$ cat src/soc_pkg.sv
/*
 * shared widths, address map and register offsets
 * request and response structs for the host and internal sides
 */

package soc_pkg;

  // widths and sizes
  localparam int unsigned ADDR_W     = 16;
  localparam int unsigned DATA_W     = 32;
  localparam int unsigned HOST_ID_W  = 8;
  localparam int unsigned INT_ID_W   = 2;
  localparam int unsigned N_IDS      = 4;
  localparam int unsigned N_CLUSTERS = 2;
  localparam int unsigned L2_WORDS   = 256;
  localparam int unsigned L2_IDX_W   = $clog2(L2_WORDS);
  localparam int unsigned WORD_LSB   = 2;

  // address map
  localparam logic [ADDR_W-1:0] L2_BASE = 16'h0000;
  localparam logic [ADDR_W-1:0] L2_MASK = 16'h03FF;
  localparam logic [ADDR_W-1:0] CL_BASE = 16'h1000;
  localparam logic [ADDR_W-1:0] CL_MASK = 16'h001F;

  // cluster window layout
  localparam int unsigned CL_IDX_BIT = 4;
  localparam int unsigned CL_IDX_W   = $clog2(N_CLUSTERS);
  localparam int unsigned REG_IDX_W  = 2;
  localparam logic [REG_IDX_W-1:0] REG_WORK_LEN = 2'd0;
  localparam logic [REG_IDX_W-1:0] REG_STATUS   = 2'd1;
  localparam int unsigned WORK_LEN_W = 16;

  typedef struct packed {
    logic                 valid;
    logic                 we;
    logic [ADDR_W-1:0]    addr;
    logic [DATA_W-1:0]    wdata;
    logic [HOST_ID_W-1:0] id;
  } host_req_t;

  typedef struct packed {
    logic                 valid;
    logic                 err;
    logic [DATA_W-1:0]    rdata;
    logic [HOST_ID_W-1:0] id;
  } host_resp_t;

  typedef struct packed {
    logic                valid;
    logic                we;
    logic [ADDR_W-1:0]   addr;
    logic [DATA_W-1:0]   wdata;
    logic [INT_ID_W-1:0] id;
  } int_req_t;

  typedef struct packed {
    logic                valid;
    logic                err;
    logic [DATA_W-1:0]   rdata;
    logic [INT_ID_W-1:0] id;
  } int_resp_t;

endpackage
$ cat src/cluster_unit.sv
/*
 * cluster_unit: cluster model with WORK_LEN and STATUS registers
 * runs for WORK_LEN cycles after a fetch-enable rising edge
 */

`timescale 1ns/1ps

module cluster_unit (
  input  logic               clk_i,
  input  logic               rst_i,
  input  soc_pkg::int_req_t  req_i,
  output soc_pkg::int_resp_t resp_o,
  input  logic               fetch_en_i,
  output logic               busy_o,
  output logic               eoc_o
);

  logic [soc_pkg::WORK_LEN_W-1:0] work_len_q;
  logic [soc_pkg::WORK_LEN_W-1:0] cnt_q;
  logic                           fetch_en_q;
  logic                           busy_q;
  logic                           eoc_q;
  logic                           start;
  logic [soc_pkg::REG_IDX_W-1:0]  reg_idx;

  assign start   = fetch_en_i & ~fetch_en_q;
  assign reg_idx = req_i.addr[soc_pkg::WORD_LSB +: soc_pkg::REG_IDX_W];

  // run control
  always_ff @(posedge clk_i) begin
    if (rst_i) begin
      fetch_en_q <= 1'b0;
      busy_q     <= 1'b0;
      eoc_q      <= 1'b0;
      cnt_q      <= '0;
    end else begin
      fetch_en_q <= fetch_en_i;
      if (start) begin
        // zero length runs for one cycle
        cnt_q  <= (work_len_q == '0) ? soc_pkg::WORK_LEN_W'(1) : work_len_q;
        busy_q <= 1'b1;
        eoc_q  <= 1'b0;
      end else if (busy_q) begin
        if (cnt_q == soc_pkg::WORK_LEN_W'(1)) begin
          busy_q <= 1'b0;
          eoc_q  <= 1'b1;
        end else begin
          cnt_q <= cnt_q - 1'b1;
        end
      end
    end
  end

  // register writes, STATUS is read only
  always_ff @(posedge clk_i) begin
    if (rst_i) begin
      work_len_q <= soc_pkg::WORK_LEN_W'(1);
    end else if (req_i.valid && req_i.we && reg_idx == soc_pkg::REG_WORK_LEN) begin
      work_len_q <= req_i.wdata[soc_pkg::WORK_LEN_W-1:0];
    end
  end

  always_ff @(posedge clk_i) begin
    resp_o.valid <= req_i.valid;
    resp_o.id    <= req_i.id;
    resp_o.err   <= (reg_idx != soc_pkg::REG_WORK_LEN) && (reg_idx != soc_pkg::REG_STATUS);
    if (req_i.we || reg_idx == soc_pkg::REG_WORK_LEN) begin
      resp_o.rdata <= req_i.we ? '0 : soc_pkg::DATA_W'(work_len_q);
    end else if (reg_idx == soc_pkg::REG_STATUS) begin
      resp_o.rdata <= {{(soc_pkg::DATA_W-2){1'b0}}, eoc_q, busy_q};
    end else begin
      resp_o.rdata <= '0;
    end
    if (rst_i) begin
      resp_o.valid <= 1'b0;
    end
  end

  assign busy_o = busy_q;
  assign eoc_o  = eoc_q;

endmodule

$ cat config.mk
export PLATFORM = sky130hd
export DESIGN_NAME = cluster_unit
export DESIGN_NICKNAME = d
export VERILOG_FILES = /design/src/soc_pkg.sv /design/src/cluster_unit.sv
export SDC_FILE = /design/constraint.sdc
export NUM_CORES = 1
export LEC_CHECK = 0
export BUFFER_PORTS_ARGS = -buffer_cell sky130_fd_sc_hd__buf_4
export CORE_MARGIN = 4
export CORE_UTILIZATION = 35
export DETAILED_ROUTE_END_ITERATION = 6
export SYNTH_ARGS = -nofsm -noshare
export SYNTH_HDL_FRONTEND = slang
export SYNTH_SLANG_ARGS = --single-unit
export TNS_END_PERCENT = 10
$ cat constraint.sdc
create_clock -name clk_i -period 2.2 [get_ports clk_i]
set_clock_uncertainty 0.2 [all_clocks]
set_input_delay 0.11 -clock clk_i [delete_from_list [all_inputs] [get_ports clk_i]]
set_output_delay 0.11 -clock clk_i [all_outputs]
set_load 0.01 [all_outputs]
After elaboration in Yosys (flattened, before gate mapping)
Index checks and enable logic that the tools add are counted.
{"block": "word_totals", "regBits": 71, "in_bits": 55, "wordCells": 37, "out_inout_bits": 38}
{"block": "classes", "reduce_logical": 11, "mux": 10, "bitwise": 2, "n_eq_ne": 4, "addsub": 1}
{"op": "$mux W16", "count": 6}
{"op": "$eq A16 B1 Y1 const B", "count": 1}
{"op": "$logic_not A16 Y1", "count": 1}
{"op": "$sub A16 B1 Y16 const B", "count": 1}
{"op": "$reduce_and A2 Y1", "count": 2}
{"op": "$reduce_bool A2 Y1", "count": 2}
{"op": "$logic_and A1 B1 Y1", "count": 3}
{"op": "$mux W1", "count": 3}
{"op": "$eq A2 B1 Y1 const B", "count": 1}
{"op": "$logic_not A2 Y1", "count": 1}
{"op": "$mux W2", "count": 1}
{"op": "$ne A2 B1 Y1 const B", "count": 1}
{"op": "$ne A2 B2 Y1 const B", "count": 1}
{"op": "$reduce_or A2 Y1", "count": 1}
{"op": "$and A1 B1 Y1", "count": 1}
{"op": "$logic_or A1 B1 Y1", "count": 1}
{"op": "$not A1 Y1", "count": 1}

Depth between registers and ports, before layout
Gate-level depths: netlist of the first run.
{"block": "logic_depth", "ltp_word": 4, "ltp_mapped": 7, "depth_no_buf": 6}

Least setup slack after synthesis of the first run
No wires, ideal clock.
{"block": "synth_path", "path_type": "flip-flop to flip-flop", "startpoint": "reg busy_q (netlist: busy_o)", "endpoint": "reg cnt_q[13] (netlist name)", "period_less_slack_ns": 2.232, "setup_time_ns": 0.091, "required_ns": 1.909, "path_stages_with_launch": 6, "path_slack_ns": -0.032, "path_buffers": 1, "arrival_time_ns": 1.941, "path_cell_list": "dfxtp_1 -> or3b_1 -> or3_4 -> buf_6 -> or4_1 -> a311oi_1"}
{"block": "synth_between", "elab_chain_len": 2}
{"element": "start: declaration", "line": "cluster_unit.sv:21", "rtl": "logic busy_q;"}
{"element": "start signal: assignment", "line": "cluster_unit.sv:33", "rtl": "busy_q <= 1'b0;"}
{"element": "start signal: assignment", "line": "cluster_unit.sv:41", "rtl": "busy_q <= 1'b1;"}
{"element": "start signal: assignment", "line": "cluster_unit.sv:45", "rtl": "busy_q <= 1'b0;"}
{"element": "$reduce_bool A2 Y1 (no line)"}
{"element": "$reduce_and A2 Y1 (no line)"}
{"element": "end signal: assignment", "line": "cluster_unit.sv:40", "rtl": "cnt_q <= (work_len_q == '0) ? soc_pkg::WORK_LEN_W'(1) : work_len_q;"}
{"element": "end signal: assignment", "line": "cluster_unit.sv:48", "rtl": "cnt_q <= cnt_q - 1'b1;"}
{"element": "end: declaration", "line": "cluster_unit.sv:19", "rtl": "logic [soc_pkg::WORK_LEN_W-1:0] cnt_q;"}
No other way between the ends.
A chain may end at the register's enable or synchronous reset.

Worst setup path after layout of the first run
{"block": "layout_path", "startpoint": "reg cnt_q[1] (netlist name)", "endpoint": "reg cnt_q[1] (netlist name)"}
{"block": "layout_between", "elab_chain_len": 4, "word_cells_on_any_way": 7, "classes_between": "add/sub (1); eq/ne (2); mux (3); reduce/logical (1)"}
{"element": "$sub A16 B1 Y16", "line": "cluster_unit.sv:48"}
{"element": "$mux W16", "line": "cluster_unit.sv:44", "rtl": "if (cnt_q == soc_pkg::WORK_LEN_W'(1)) begin"}
{"element": "$mux W16", "line": "cluster_unit.sv:43", "rtl": "end else if (busy_q) begin"}
{"element": "$mux W16", "line": "cluster_unit.sv:38", "rtl": "if (start) begin"}
Several ways; a longest one is shown, not always the timed one. The select of a mux whose other input is x is not followed.

==> results of run 1 <==
## sequential cells by signal, indices dropped and copies added (netlist names)
signal / count
resp_o: 20
cnt_q: 16
work_len_q: 16
busy_o: 1
eoc_o: 1
fetch_en_q: 1
## how the worst max path moves through the flow
| stage | slack [ns] | cells past startpoint | start | endpoint |
|---|---|---|---|---|
| finish | 0.05 | 8 | cnt_q[1]$_SDFFE_PP0P_ | cnt_q[1]$_SDFFE_PP0P_ |
| global route | -0.04 | 8 | cnt_q[1]$_SDFFE_PP0P_ | cnt_q[1]$_SDFFE_PP0P_ |
| CTS | 0.005 | 4 | cnt_q[7]$_SDFFE_PP0P_ | cnt_q[1]$_SDFFE_PP0P_ |
| detailed placement | -0.003 | 7 | cnt_q[1]$_SDFFE_PP0P_ | cnt_q[1]$_SDFFE_PP0P_ |
| global placement | 0.001 | 7 | cnt_q[1]$_SDFFE_PP0P_ | cnt_q[1]$_SDFFE_PP0P_ |
| floorplan | 0.02 | 7 | cnt_q[1]$_SDFFE_PP0P_ | cnt_q[7]$_SDFFE_PP0P_ |
## layer usage
metal	wire length [um]	vias up	track usage, %
met5	0	-	0
met4	57	0	4.87
met3	313	4	3.47
met2	2720	59	22.5
met1	2550	951	18.1
li1	-	1052	-
## cells in the final DEF, fill, tap and decap left out, types with 2 or more instances in the layout
cell	instances
buf_4	64
dfxtp_1	52
nand2_1	35
dlygate4sd3_1	24
a21oi_1	18
conb_1	16
nor2_1	15
and2_1	14
a311oi_1	10
or3_1	8
or4_1	8
o31ai_1	6
nor4_1	5
clkbuf_8	5
nor3_1	4
o21ai_0	4
inv_1	3
nor2b_1	3
dfxtp_2	3
mux2i_1	2
nand3_1	2
or2_2	2
a211oi_1	2
o31ai_2	2
a31oi_1	2
ha_1	2
## kinds of logic (layout without fill, tap and decap cells)
family          count (synthesis)  after routing  synth area share (%)
other cells                     1             16                 0.161
xor+xnor                        1              1                 0.376
simple gates                  108            108                  25.3
mux                             3              3                  1.34
flops                          55             55                  47.2
fa+ha+maj                       2              2                  1.07
buf+inv                        36            101                  8.69
compound gates                 52             52                  15.9
## power groups by stage
stage	sequential [W]	combinational (W)	clock (W)
2_1_floorplan	0.00109	0.000212	0
3_3_place_gp	0.00109	0.000306	0
3_5_place_dp	0.00109	0.000307	0
4_1_cts	0.00106	0.000342	0.000611
5_1_grt	0.00107	0.000427	0.000650
6_report	0.00107	0.000388	0.000598
## repair_timing
action                                  CTS  global route
buffers inserted                          0             5
endpoints found under the hold margin    23             0
hold buffers                             24             0
endpoints found under the setup margin    1            16
pin swaps                                 1            11
resized for setup                         0            19
## cell type report
class / count / area [sq um]
Fill cell: 614 / 3220
Multi-Input combinational cell: 182 / 1160
Sequential cell: 55 / 1100
Timing Repair Buffer: 89 / 732
Tap cell: 77 / 96.3
Clock buffer: 5 / 68.8
Clock inverter: 3 / 27.5
Inverter: 4 / 15.0
## synth_stat cells (all sizes together) (2+ instances only)
| library cell | n |
|---|---|
| a211oi | 3 |
| a21oi | 18 |
| a311oi | 11 |
| a31oi | 2 |
| and2 | 14 |
| buf | 18 |
| clkbuf | 14 |
| dfxtp | 55 |
| ha | 2 |
| inv | 4 |
| mux2i | 2 |
| nand2 | 35 |
| nand3 | 2 |
| nor2 | 15 |
| nor2b | 3 |
| nor3 | 5 |
| nor4 | 7 |
| o21ai | 5 |
| o31ai | 8 |
| or2 | 2 |
| or3 | 9 |
| or4 | 9 |
| or4b | 2 |
## critical path, cell delays in order (launching register included)
cell and delay (ns):
dfxtp_2 0.34, inv_2 0.05, ha_1 0.12, or4b_4 0.45, buf_6 0.15, o41ai_4 0.36, buf_4 0.20, or3_1 0.10
a211oi_1 0.06
## per-stage QoR
step	instances	setup TNS (ns)
after floorplan	273	0
final	415	0
after detailed placement	378	-0.00257
after CTS	410	0
after global placement	378	0
after global routing	415	-0.208
==> run_results.csv, run 1 <==
group,metric,value,unit
synthesis,synthFlopType,"dfxtp_1",
setup_path,crit_type,"reg2reg",
setup_path,r2r_end,"cnt_q[1]$_SDFFE_PP0P_",
outcome,outcome,"completed",
synthesis,syn_avg_cell_area,9.04,sq um
setup_path,r2r_slack,0.05,ns
floorplan,io_pins,93,
cells_and_area,nNetsFinal,394,
hold_path,holdPathStages,2,
hold_path,whs_endpoint,"resp_o[35]$_SDFF_PP0_",
clock_tree,tritoncts,"built",
setup_path,start_kind,"register",
cells_and_area,final_util,49.9,%
pwr,switching_power,0.000591,W
timing,fmax,0.465,GHz
pwr,peakVddDrop,0.398,mV
pwr,p_seq_share,52.0,%
clock_tree,cts.sinks,55,
place,pre_cts_ws,-0.00257,ns
place,post_dp_cell_area,2750,sq um
timing,slew_viol_final,0,
clock_tree,clock_latency,0.32,ns
synthesis,synth.largest_area_cell,"dfxtp_1",
timing,rsz0062_at_grt,"yes",
synthesis,synth_area_leaders,"dfxtp_1 (47%), nand2_1 (5.6%), buf_4 (5.2%)",
synthesis,synth-edff-count,0,
pwr,p_comb_share,18.9,%
synthesis,synth_top_area_share,47.2,%
detailed_routing,wl_per_cell,13.6,um
floorplan,start_util,36.3,%
floorplan,fp-row-count,29,
timing,fin_crit_sh,97.8,%
setup_path,r2r_cells,8,
floorplan,die_h,89.6,um
timing,period_needed,2.15,ns
setup_path,critical_path_arrival,2.13,ns
place,port_buffers,46,
global_routing,grt_pass1_vias,1841,
synthesis,synth_area,2330,sq um
pwr,p_int,0.00146,W
global_routing,antenna_found_initial,0,
detailed_routing,vias_per_cell,4.98,
cells_and_area,diodes,0,
setup_path,end_kind,"register",
clock_tree,cts_max_path_buffers,2,
pwr,power_frac_clock,29.1,%
timing,hold_viol_final,0,
synthesis,synth.distinct_cells,41,
place,place_congestion,0.715,
place,place_hpwl,3.78,mm
setup_path,required,2.18,ns
timing,setup_ws,0.0492,ns
cells_and_area,area_growth,37.3,%
clock_tree,htree_levels,2,
synthesis,synth_warnings,0,
detailed_routing,drt-total-wl,5.64,mm
cells_and_area,finalInstanceArea,3200,sq um
global_routing,grtUsageTotal,13.9,%
hold_path,min_from,"rst_i",
clock_tree,clkTransAtPathRegs,0.10,ns
global_routing,grt_pass1_wl,8.66,mm
floorplan,dieArea,8030,sq um
detailed_routing,ant_nets,0,
timing,whs,0.00324,ns
detailed_routing,vias,2066,
pwr,powerDensity,641,nW/um^2
pwr,leakagePower,1.30,nW
floorplan,die_x,89.6,um
cells_and_area,drive_gt1_share,28.1,%
detailed_routing,drt_first_pass_iters,4,
detailed_routing,drtIter0Drc,117,
global_routing,grt_overflow,0,
detailed_routing,drt_drc_violations_left,0,
synthesis,synth_cells,258,
setup_path,crit_fanout,5,
setup_path,rr_startpoint,"cnt_q[1]$_SDFFE_PP0P_",
global_routing,grt_max_degree,37,
floorplan,coreArea,6420,sq um
pwr,p_sw_share,28.8,%
timing,setup_viol,0,
timing,relSlewSlack,57.1,%
synthesis,synth-seq-area-share,47.2,%
clock_tree,numCtsBuffers,5,
pwr,power.total,0.00205,W
job,drv_cap,0,
clock_tree,cts_root_buf,"clkbuf_8",
hold_path,hp-class,"in2reg",
synthesis,synthArstFlopShare,0,%
synthesis,ys_ff_latch,55,
timing,worstMarginPinSlew,0.642,ns
No activity file was read; power rests on OpenSTA's default activity.
==> run 2: changes to the inputs <==
--- a/config.mk
+++ b/config.mk
@@ -6,7 +6,6 @@
 export NUM_CORES = 1
 export LEC_CHECK = 0
 export BUFFER_PORTS_ARGS = -buffer_cell sky130_fd_sc_hd__buf_4
-export CORE_MARGIN = 4
 export CORE_UTILIZATION = 35
 export DETAILED_ROUTE_END_ITERATION = 6
 export SYNTH_ARGS = -nofsm -noshare
==> constraint.sdc (replaced) <==
create_clock -name clk_i -period 2.2 [get_ports clk_i]
set_clock_uncertainty 0.2 [all_clocks]
set_input_delay 0.66 -clock clk_i [delete_from_list [all_inputs] [get_ports clk_i]]
set_output_delay 0.66 -clock clk_i [all_outputs]
set_load 0.01 [all_outputs]
==> run 2 against run 1 <==
Effect of this change:
- the run now ends with setup timing left
- final cell count is 5.8% lower
- flip-flop and latch count stayed put
- power decreased by 2.3%
- via count fell by 4.0%
- final area fell by 7.9%
- wire length fell by 3.7%
- largest cell class unchanged
==> run_results.csv, run 2 (same netlist as run 1, synthesis figures left out) <==
group,metric,value,unit
outcome,outcome,"finished, violations left",
outcome,violations,"setup timing",
clock_tree,cts_max_path_buffers,2,
floorplan,io_pins,93,
cells_and_area,drive_gt1_share,29.3,%
global_routing,grt_max_degree,37,
cells_and_area,nNetsFinal,370,
detailed_routing,ant_nets,0,
setup_path,required,2.23,ns
timing,period_needed,2.24,ns
place,place_congestion,0.697,
cells_and_area,instances_no_fill,391,
global_routing,grt_pass1_wl,8.63,mm
detailed_routing,drt_first_pass_iters,4,
setup_path,start_kind,"register",
timing,rsz0062_at_grt,"yes",
timing,whs,0.246,ns
detailed_routing,drtIter0Drc,85,
cells_and_area,largest_register,"resp_o",
cells_and_area,finalInstanceArea,2950,sq um
detailed_routing,drt-total-wl,5.43,mm
place,port_buffers,46,
detailed_routing,wl_per_cell,13.9,um
cells_and_area,final_cell_mix,"buf_4 (64), dfxtp_1 (53), nand2_1 (35), a21oi_1 (18), conb_1 (16)",
global_routing,grt_pass1_vias,1866,
pwr,powerDensity,681,nW/um^2
clock_tree,tritoncts,"built",
timing,fmax,0.446,GHz
cells_and_area,largest_reg_flops,20,
timing,hold_viol_final,0,
cells_and_area,diodes,0,
clock_tree,numCtsBuffers,5,
floorplan,coreArea,6390,sq um
setup_path,r2r_cells,5,
floorplan,start_util,36.5,%
place,pre_cts_ws,-0.0642,ns
place,dpl.cell_count,379,
clock_tree,cts_root_buf,"clkbuf_8",
timing,setup_viol,2,
setup_path,crit_type,"reg2reg",
clock_tree,hold_buffers,0,
detailed_routing,vias_per_cell,5.07,
cells_and_area,final_common_cell,"buf_4",
pwr,leakagePower,1.19,nW
timing,fin_crit_sh,102,%
place,place_hpwl,3.71,mm
detailed_routing,vias,1984,
job,drv_cap,0,
hold_path,hp-class,"in2reg",
clock_tree,cts.sinks,55,
clock_tree,clkTransAtPathRegs,0.10,ns
timing,setup_ws,-0.0420,ns
global_routing,antenna_found_initial,0,
detailed_routing,drt_drc_violations_left,0,
clock_tree,htree_levels,2,
hold_path,holdPathStages,1,
cells_and_area,top_regs,"resp_o x20, cnt_q x16, work_len_q x16",
floorplan,die_h,83.6,um
global_routing,grt_overflow,0,
floorplan,dieArea,6990,sq um
pwr,peakVddDrop,0.377,mV
floorplan,fp-row-count,29,
floorplan,die_x,83.6,um
cells_and_area,nFillCells,626,
cells_and_area,area_growth,26.4,%
setup_path,crit_fanout,7,
timing,slew_viol_final,0,
global_routing,grtUsageTotal,15.3,%
clock_tree,clock_latency,0.31,ns
setup_path,end_kind,"register",
setup_path,critical_path_arrival,2.27,ns
place,post_dp_cell_area,2760,sq um
[run 2: path summary, 6_finish.rpt]
path / startpoint / endpoint / slack (ns)
worst max-delay path: cnt_q[1]$_SDFFE_PP0P_ / cnt_q[5]$_SDFFE_PP0P_ / -0.04
worst min register to register: work_len_q[5]$_SDFFE_PP0P_ / work_len_q[5]$_SDFFE_PP0P_ / 0.29
worst min-delay path: req_i[1] / resp_o[1]$_DFF_P_ / 0.25
worst max register to register: cnt_q[1]$_SDFFE_PP0P_ / cnt_q[5]$_SDFFE_PP0P_ / -0.04
[run 2: metal layers]
metal / wire length (um) / track usage (%) / up-vias / share of wire [%]
met5: 0 / 0 / - / 0
li1: - / - / 999 / -
met2: 2660 / 25.6 / 49 / 49
met1: 2460 / 19.2 / 930 / 45
met3: 248 / 3.76 / 6 / 4.6
met4: 64 / 4.93 / 0 / 1.2
[run 2: metrics by stage]
stage / power [W] / utilization (%) / setup TNS [ns]
global placement: 0.00139 / 43.2 / -0.0510
CTS: 0.00199 / 44.8 / -0.0682
finish: 0.00201 / 46.2 / -0.0684
detailed placement: 0.00140 / 43.2 / -0.221
floorplan: 0.00130 / - / 0
global route: 0.00210 / 46.2 / -0.737
[run 2: critical path: stages, from the launching register on]
cell      delay (ns)
dfxtp_1         0.32
buf_4           0.13
or3b_4          0.37
or3_4           0.44
or4_1           0.50
a311oi_1        0.21
[run 2: area by class of cell]
type / instances / area, sq um / share of cell area [%]
inverters: 4 / 15.0 / 0.509
well taps: 77 / 96.3 / 3.27
repair buffers: 65 / 485 / 16.5
multi-input cells: 182 / 1150 / 39.0
flip-flops and latches: 55 / 1100 / 37.4
clock buffers: 6 / 82.6 / 2.80
clock inverters: 2 / 16.3 / 0.552
[run 2: report_power, final]
part	internal, W	switching, W
clock	0.000258	0.000336
sequential	0.00103	0.0000330
combinational	0.000159	0.000186
total	0.00145	0.000555
[run 2: what timing repair did]
action,CTS,global route
buffers inserted,0,4
gates resized for setup,2,9
endpoints found under the hold margin,0,0
pin swaps,3,5
setup endpoints to repair,11,13
==> run 3: changes to the inputs <==
--- a/config.mk
+++ b/config.mk
@@ -8,6 +8,7 @@
 export BUFFER_PORTS_ARGS = -buffer_cell sky130_fd_sc_hd__buf_4
 export CORE_UTILIZATION = 35
 export DETAILED_ROUTE_END_ITERATION = 6
+export MAX_ROUTING_LAYER = met4
 export SYNTH_ARGS = -nofsm -noshare
 export SYNTH_HDL_FRONTEND = slang
 export SYNTH_SLANG_ARGS = --single-unit
==> constraint.sdc (replaced) <==
create_clock -name clk_i -period 2.5 [get_ports clk_i]
set_clock_uncertainty 0.2 [all_clocks]
set_input_delay 0.75 -clock clk_i [delete_from_list [all_inputs] [get_ports clk_i]]
set_output_delay 0.75 -clock clk_i [all_outputs]
set_load 0.01 [all_outputs]
==> run 3 against run 2 <==
Effect of this change:
- flip-flop and latch count unchanged
- wire length shrank 6.0%
- clock-buffer cell count is 1 lower
- combinational power fell by 24%
- the run now ends clean
- first-iteration DRC count down 49%
- die area unchanged
- global-route usage grew 0.24 points
- clock power decreased by 18%
- power fell by 16%
- highest routed layer unchanged
- final area shrank 4.4%
- largest power group unchanged
- utilization decreased by 2.0 points
- sequential power shrank 12%
==> run_results.csv, run 3 (same netlist as run 1, synthesis figures left out) <==
group,metric,value,unit
floorplan,start_util,36.5,%
setup_path,crit_type,"reg2reg",
setup_path,critical_path_arrival,2.34,ns
place,place_congestion,0.724,
pwr,p_comb_share,15.5,%
setup_path,start_kind,"register",
global_routing,grt_max_degree,37,
clock_tree,tritoncts,"built",
global_routing,grtUsageTotal,15.5,%
pwr,switching_power,0.000467,W
floorplan,dieArea,6990,sq um
place,port_buffers,46,
cells_and_area,largest_register,"resp_o",
cells_and_area,nFillCells,662,
clock_tree,cts.sinks,55,
job,drv_cap,0,
place,dpl.cell_count,372,
setup_path,crit_fanout,10,
cells_and_area,instances_no_fill,382,
timing,rsz0062_at_grt,"no",
pwr,p_int,0.00122,W
detailed_routing,drt-total-wl,5.10,mm
clock_tree,numCtsBuffers,5,
cells_and_area,diodes,0,
timing,tns,0,ns
floorplan,io_pins,93,
outcome,outcome,"completed",
pwr,peakVddDrop,0.364,mV
clock_tree,cts_root_buf,"clkbuf_8",
floorplan,die_h,83.6,um
timing,hold_viol_final,0,
detailed_routing,vias,1933,
cells_and_area,area_growth,20.8,%
timing,fmax,0.429,GHz
clock_tree,hold_buffers,0,
place,place_hpwl,3.58,mm
clock_tree,clock_latency,0.31,ns
detailed_routing,drtIter0Drc,43,
setup_path,end_kind,"register",
global_routing,antenna_found_initial,0,
hold_path,hp-class,"reg2reg",
clock_tree,htree_levels,2,
cells_and_area,drive_gt1_share,23.6,%
detailed_routing,vias_per_cell,5.06,
cells_and_area,nNetsFinal,361,
timing,period_needed,2.33,ns
timing,slew_viol_final,0,
pwr,powerDensity,599,nW/um^2
global_routing,grt_overflow,0,
cells_and_area,largest_reg_flops,20,
cells_and_area,final_cell_mix,"dfxtp_1 (55), buf_4 (55), nand2_1 (35), a21oi_1 (18), conb_1 (16)",
global_routing,grt_pass1_vias,1834,
pwr,power_frac_clock,29.0,%
floorplan,die_x,83.6,um
floorplan,coreArea,6390,sq um
timing,fin_crit_sh,93.2,%
timing,setup_viol,0,
pwr,power.total,0.00169,W
pwr,p_sw_share,27.6,%
pwr,leakagePower,1.14,nW
detailed_routing,drt_first_pass_iters,4,
detailed_routing,wl_per_cell,13.4,um
global_routing,grt_pass1_wl,8.54,mm
cells_and_area,top_regs,"resp_o x20, cnt_q x16, work_len_q x16",
detailed_routing,ant_nets,0,
detailed_routing,drt_drc_violations_left,0,
floorplan,fp-row-count,29,
pwr,p_seq_share,55.6,%
clock_tree,cts_max_path_buffers,2,
setup_path,required,2.51,ns
clock_tree,clkTransAtPathRegs,0.10,ns
[run 3: through the flow]
step                setup WS (ns)  instance area [sq um]  hold WS [ns]  utilization [%]
finish                      0.170                   2820         0.298             44.1
global route               0.0502                   2820         0.320             44.1
CTS                         0.178                   2800         0.302             43.9
detailed placement          0.209                   2720         0.285             42.5
global placement            0.242                   2720         0.280             42.5
floorplan                   0.268                   2390         0.258                -
[run 3: layer usage]
layer	track usage, %	share of wire [%]	vias up
li1	-	-	972
met2	24.8	47	53
met3	3.76	4.4	4
met4	4.16	0.94	0
met1	19.7	47	904
met5	-	0	-
[run 3: power groups by stage]
| stage | combinational (W) | clock, W | sequential, W |
|---|---|---|---|
| 2_1_floorplan | 0.000187 | 0 | 0.000955 |
| 3_3_place_gp | 0.000255 | 0 | 0.000958 |
| 3_5_place_dp | 0.000258 | 0 | 0.000958 |
| 4_1_cts | 0.000260 | 0.000509 | 0.000938 |
| 5_1_grt | 0.000290 | 0.000538 | 0.000944 |
| 6_report | 0.000261 | 0.000489 | 0.000938 |
[run 3: area by class of cell]
class                   count  area, sq um  area share, %
clock buffers               5         68.8           2.44
clock inverters             3         18.8          0.666
inverters                   4         15.0          0.533
multi-input cells         182         1080           38.5
flip-flops and latches     55         1100           39.1
well taps                  77         96.3           3.42
repair buffers             56          433           15.4
[run 3: repair_timing]
item	CTS	global route
endpoints found under the setup margin	0	1
resized for setup	0	0
setup buffers	0	2
[run 3: worst paths after layout]
kind | start | end | slack (ns) | depth (start not counted)
hold / removal | work_len_q[13]$_SDFFE_PP0P_ | work_len_q[13]$_SDFFE_PP0P_ | 0.30 | 2
setup / recovery | cnt_q[11]$_SDFFE_PP0P_ | cnt_q[11]$_SDFFE_PP0P_ | 0.17 | 4
setup reg to reg | cnt_q[11]$_SDFFE_PP0P_ | cnt_q[11]$_SDFFE_PP0P_ | 0.17 | 4
hold reg to reg | work_len_q[13]$_SDFFE_PP0P_ | work_len_q[13]$_SDFFE_PP0P_ | 0.30 | 2
[run 3: critical path: stages, from the launching register on]
cell and delay [ns]:
dfxtp_1 0.36, or4_1 0.74, o211ai_2 0.46, o21ai_0 0.15
a311oi_1 0.31
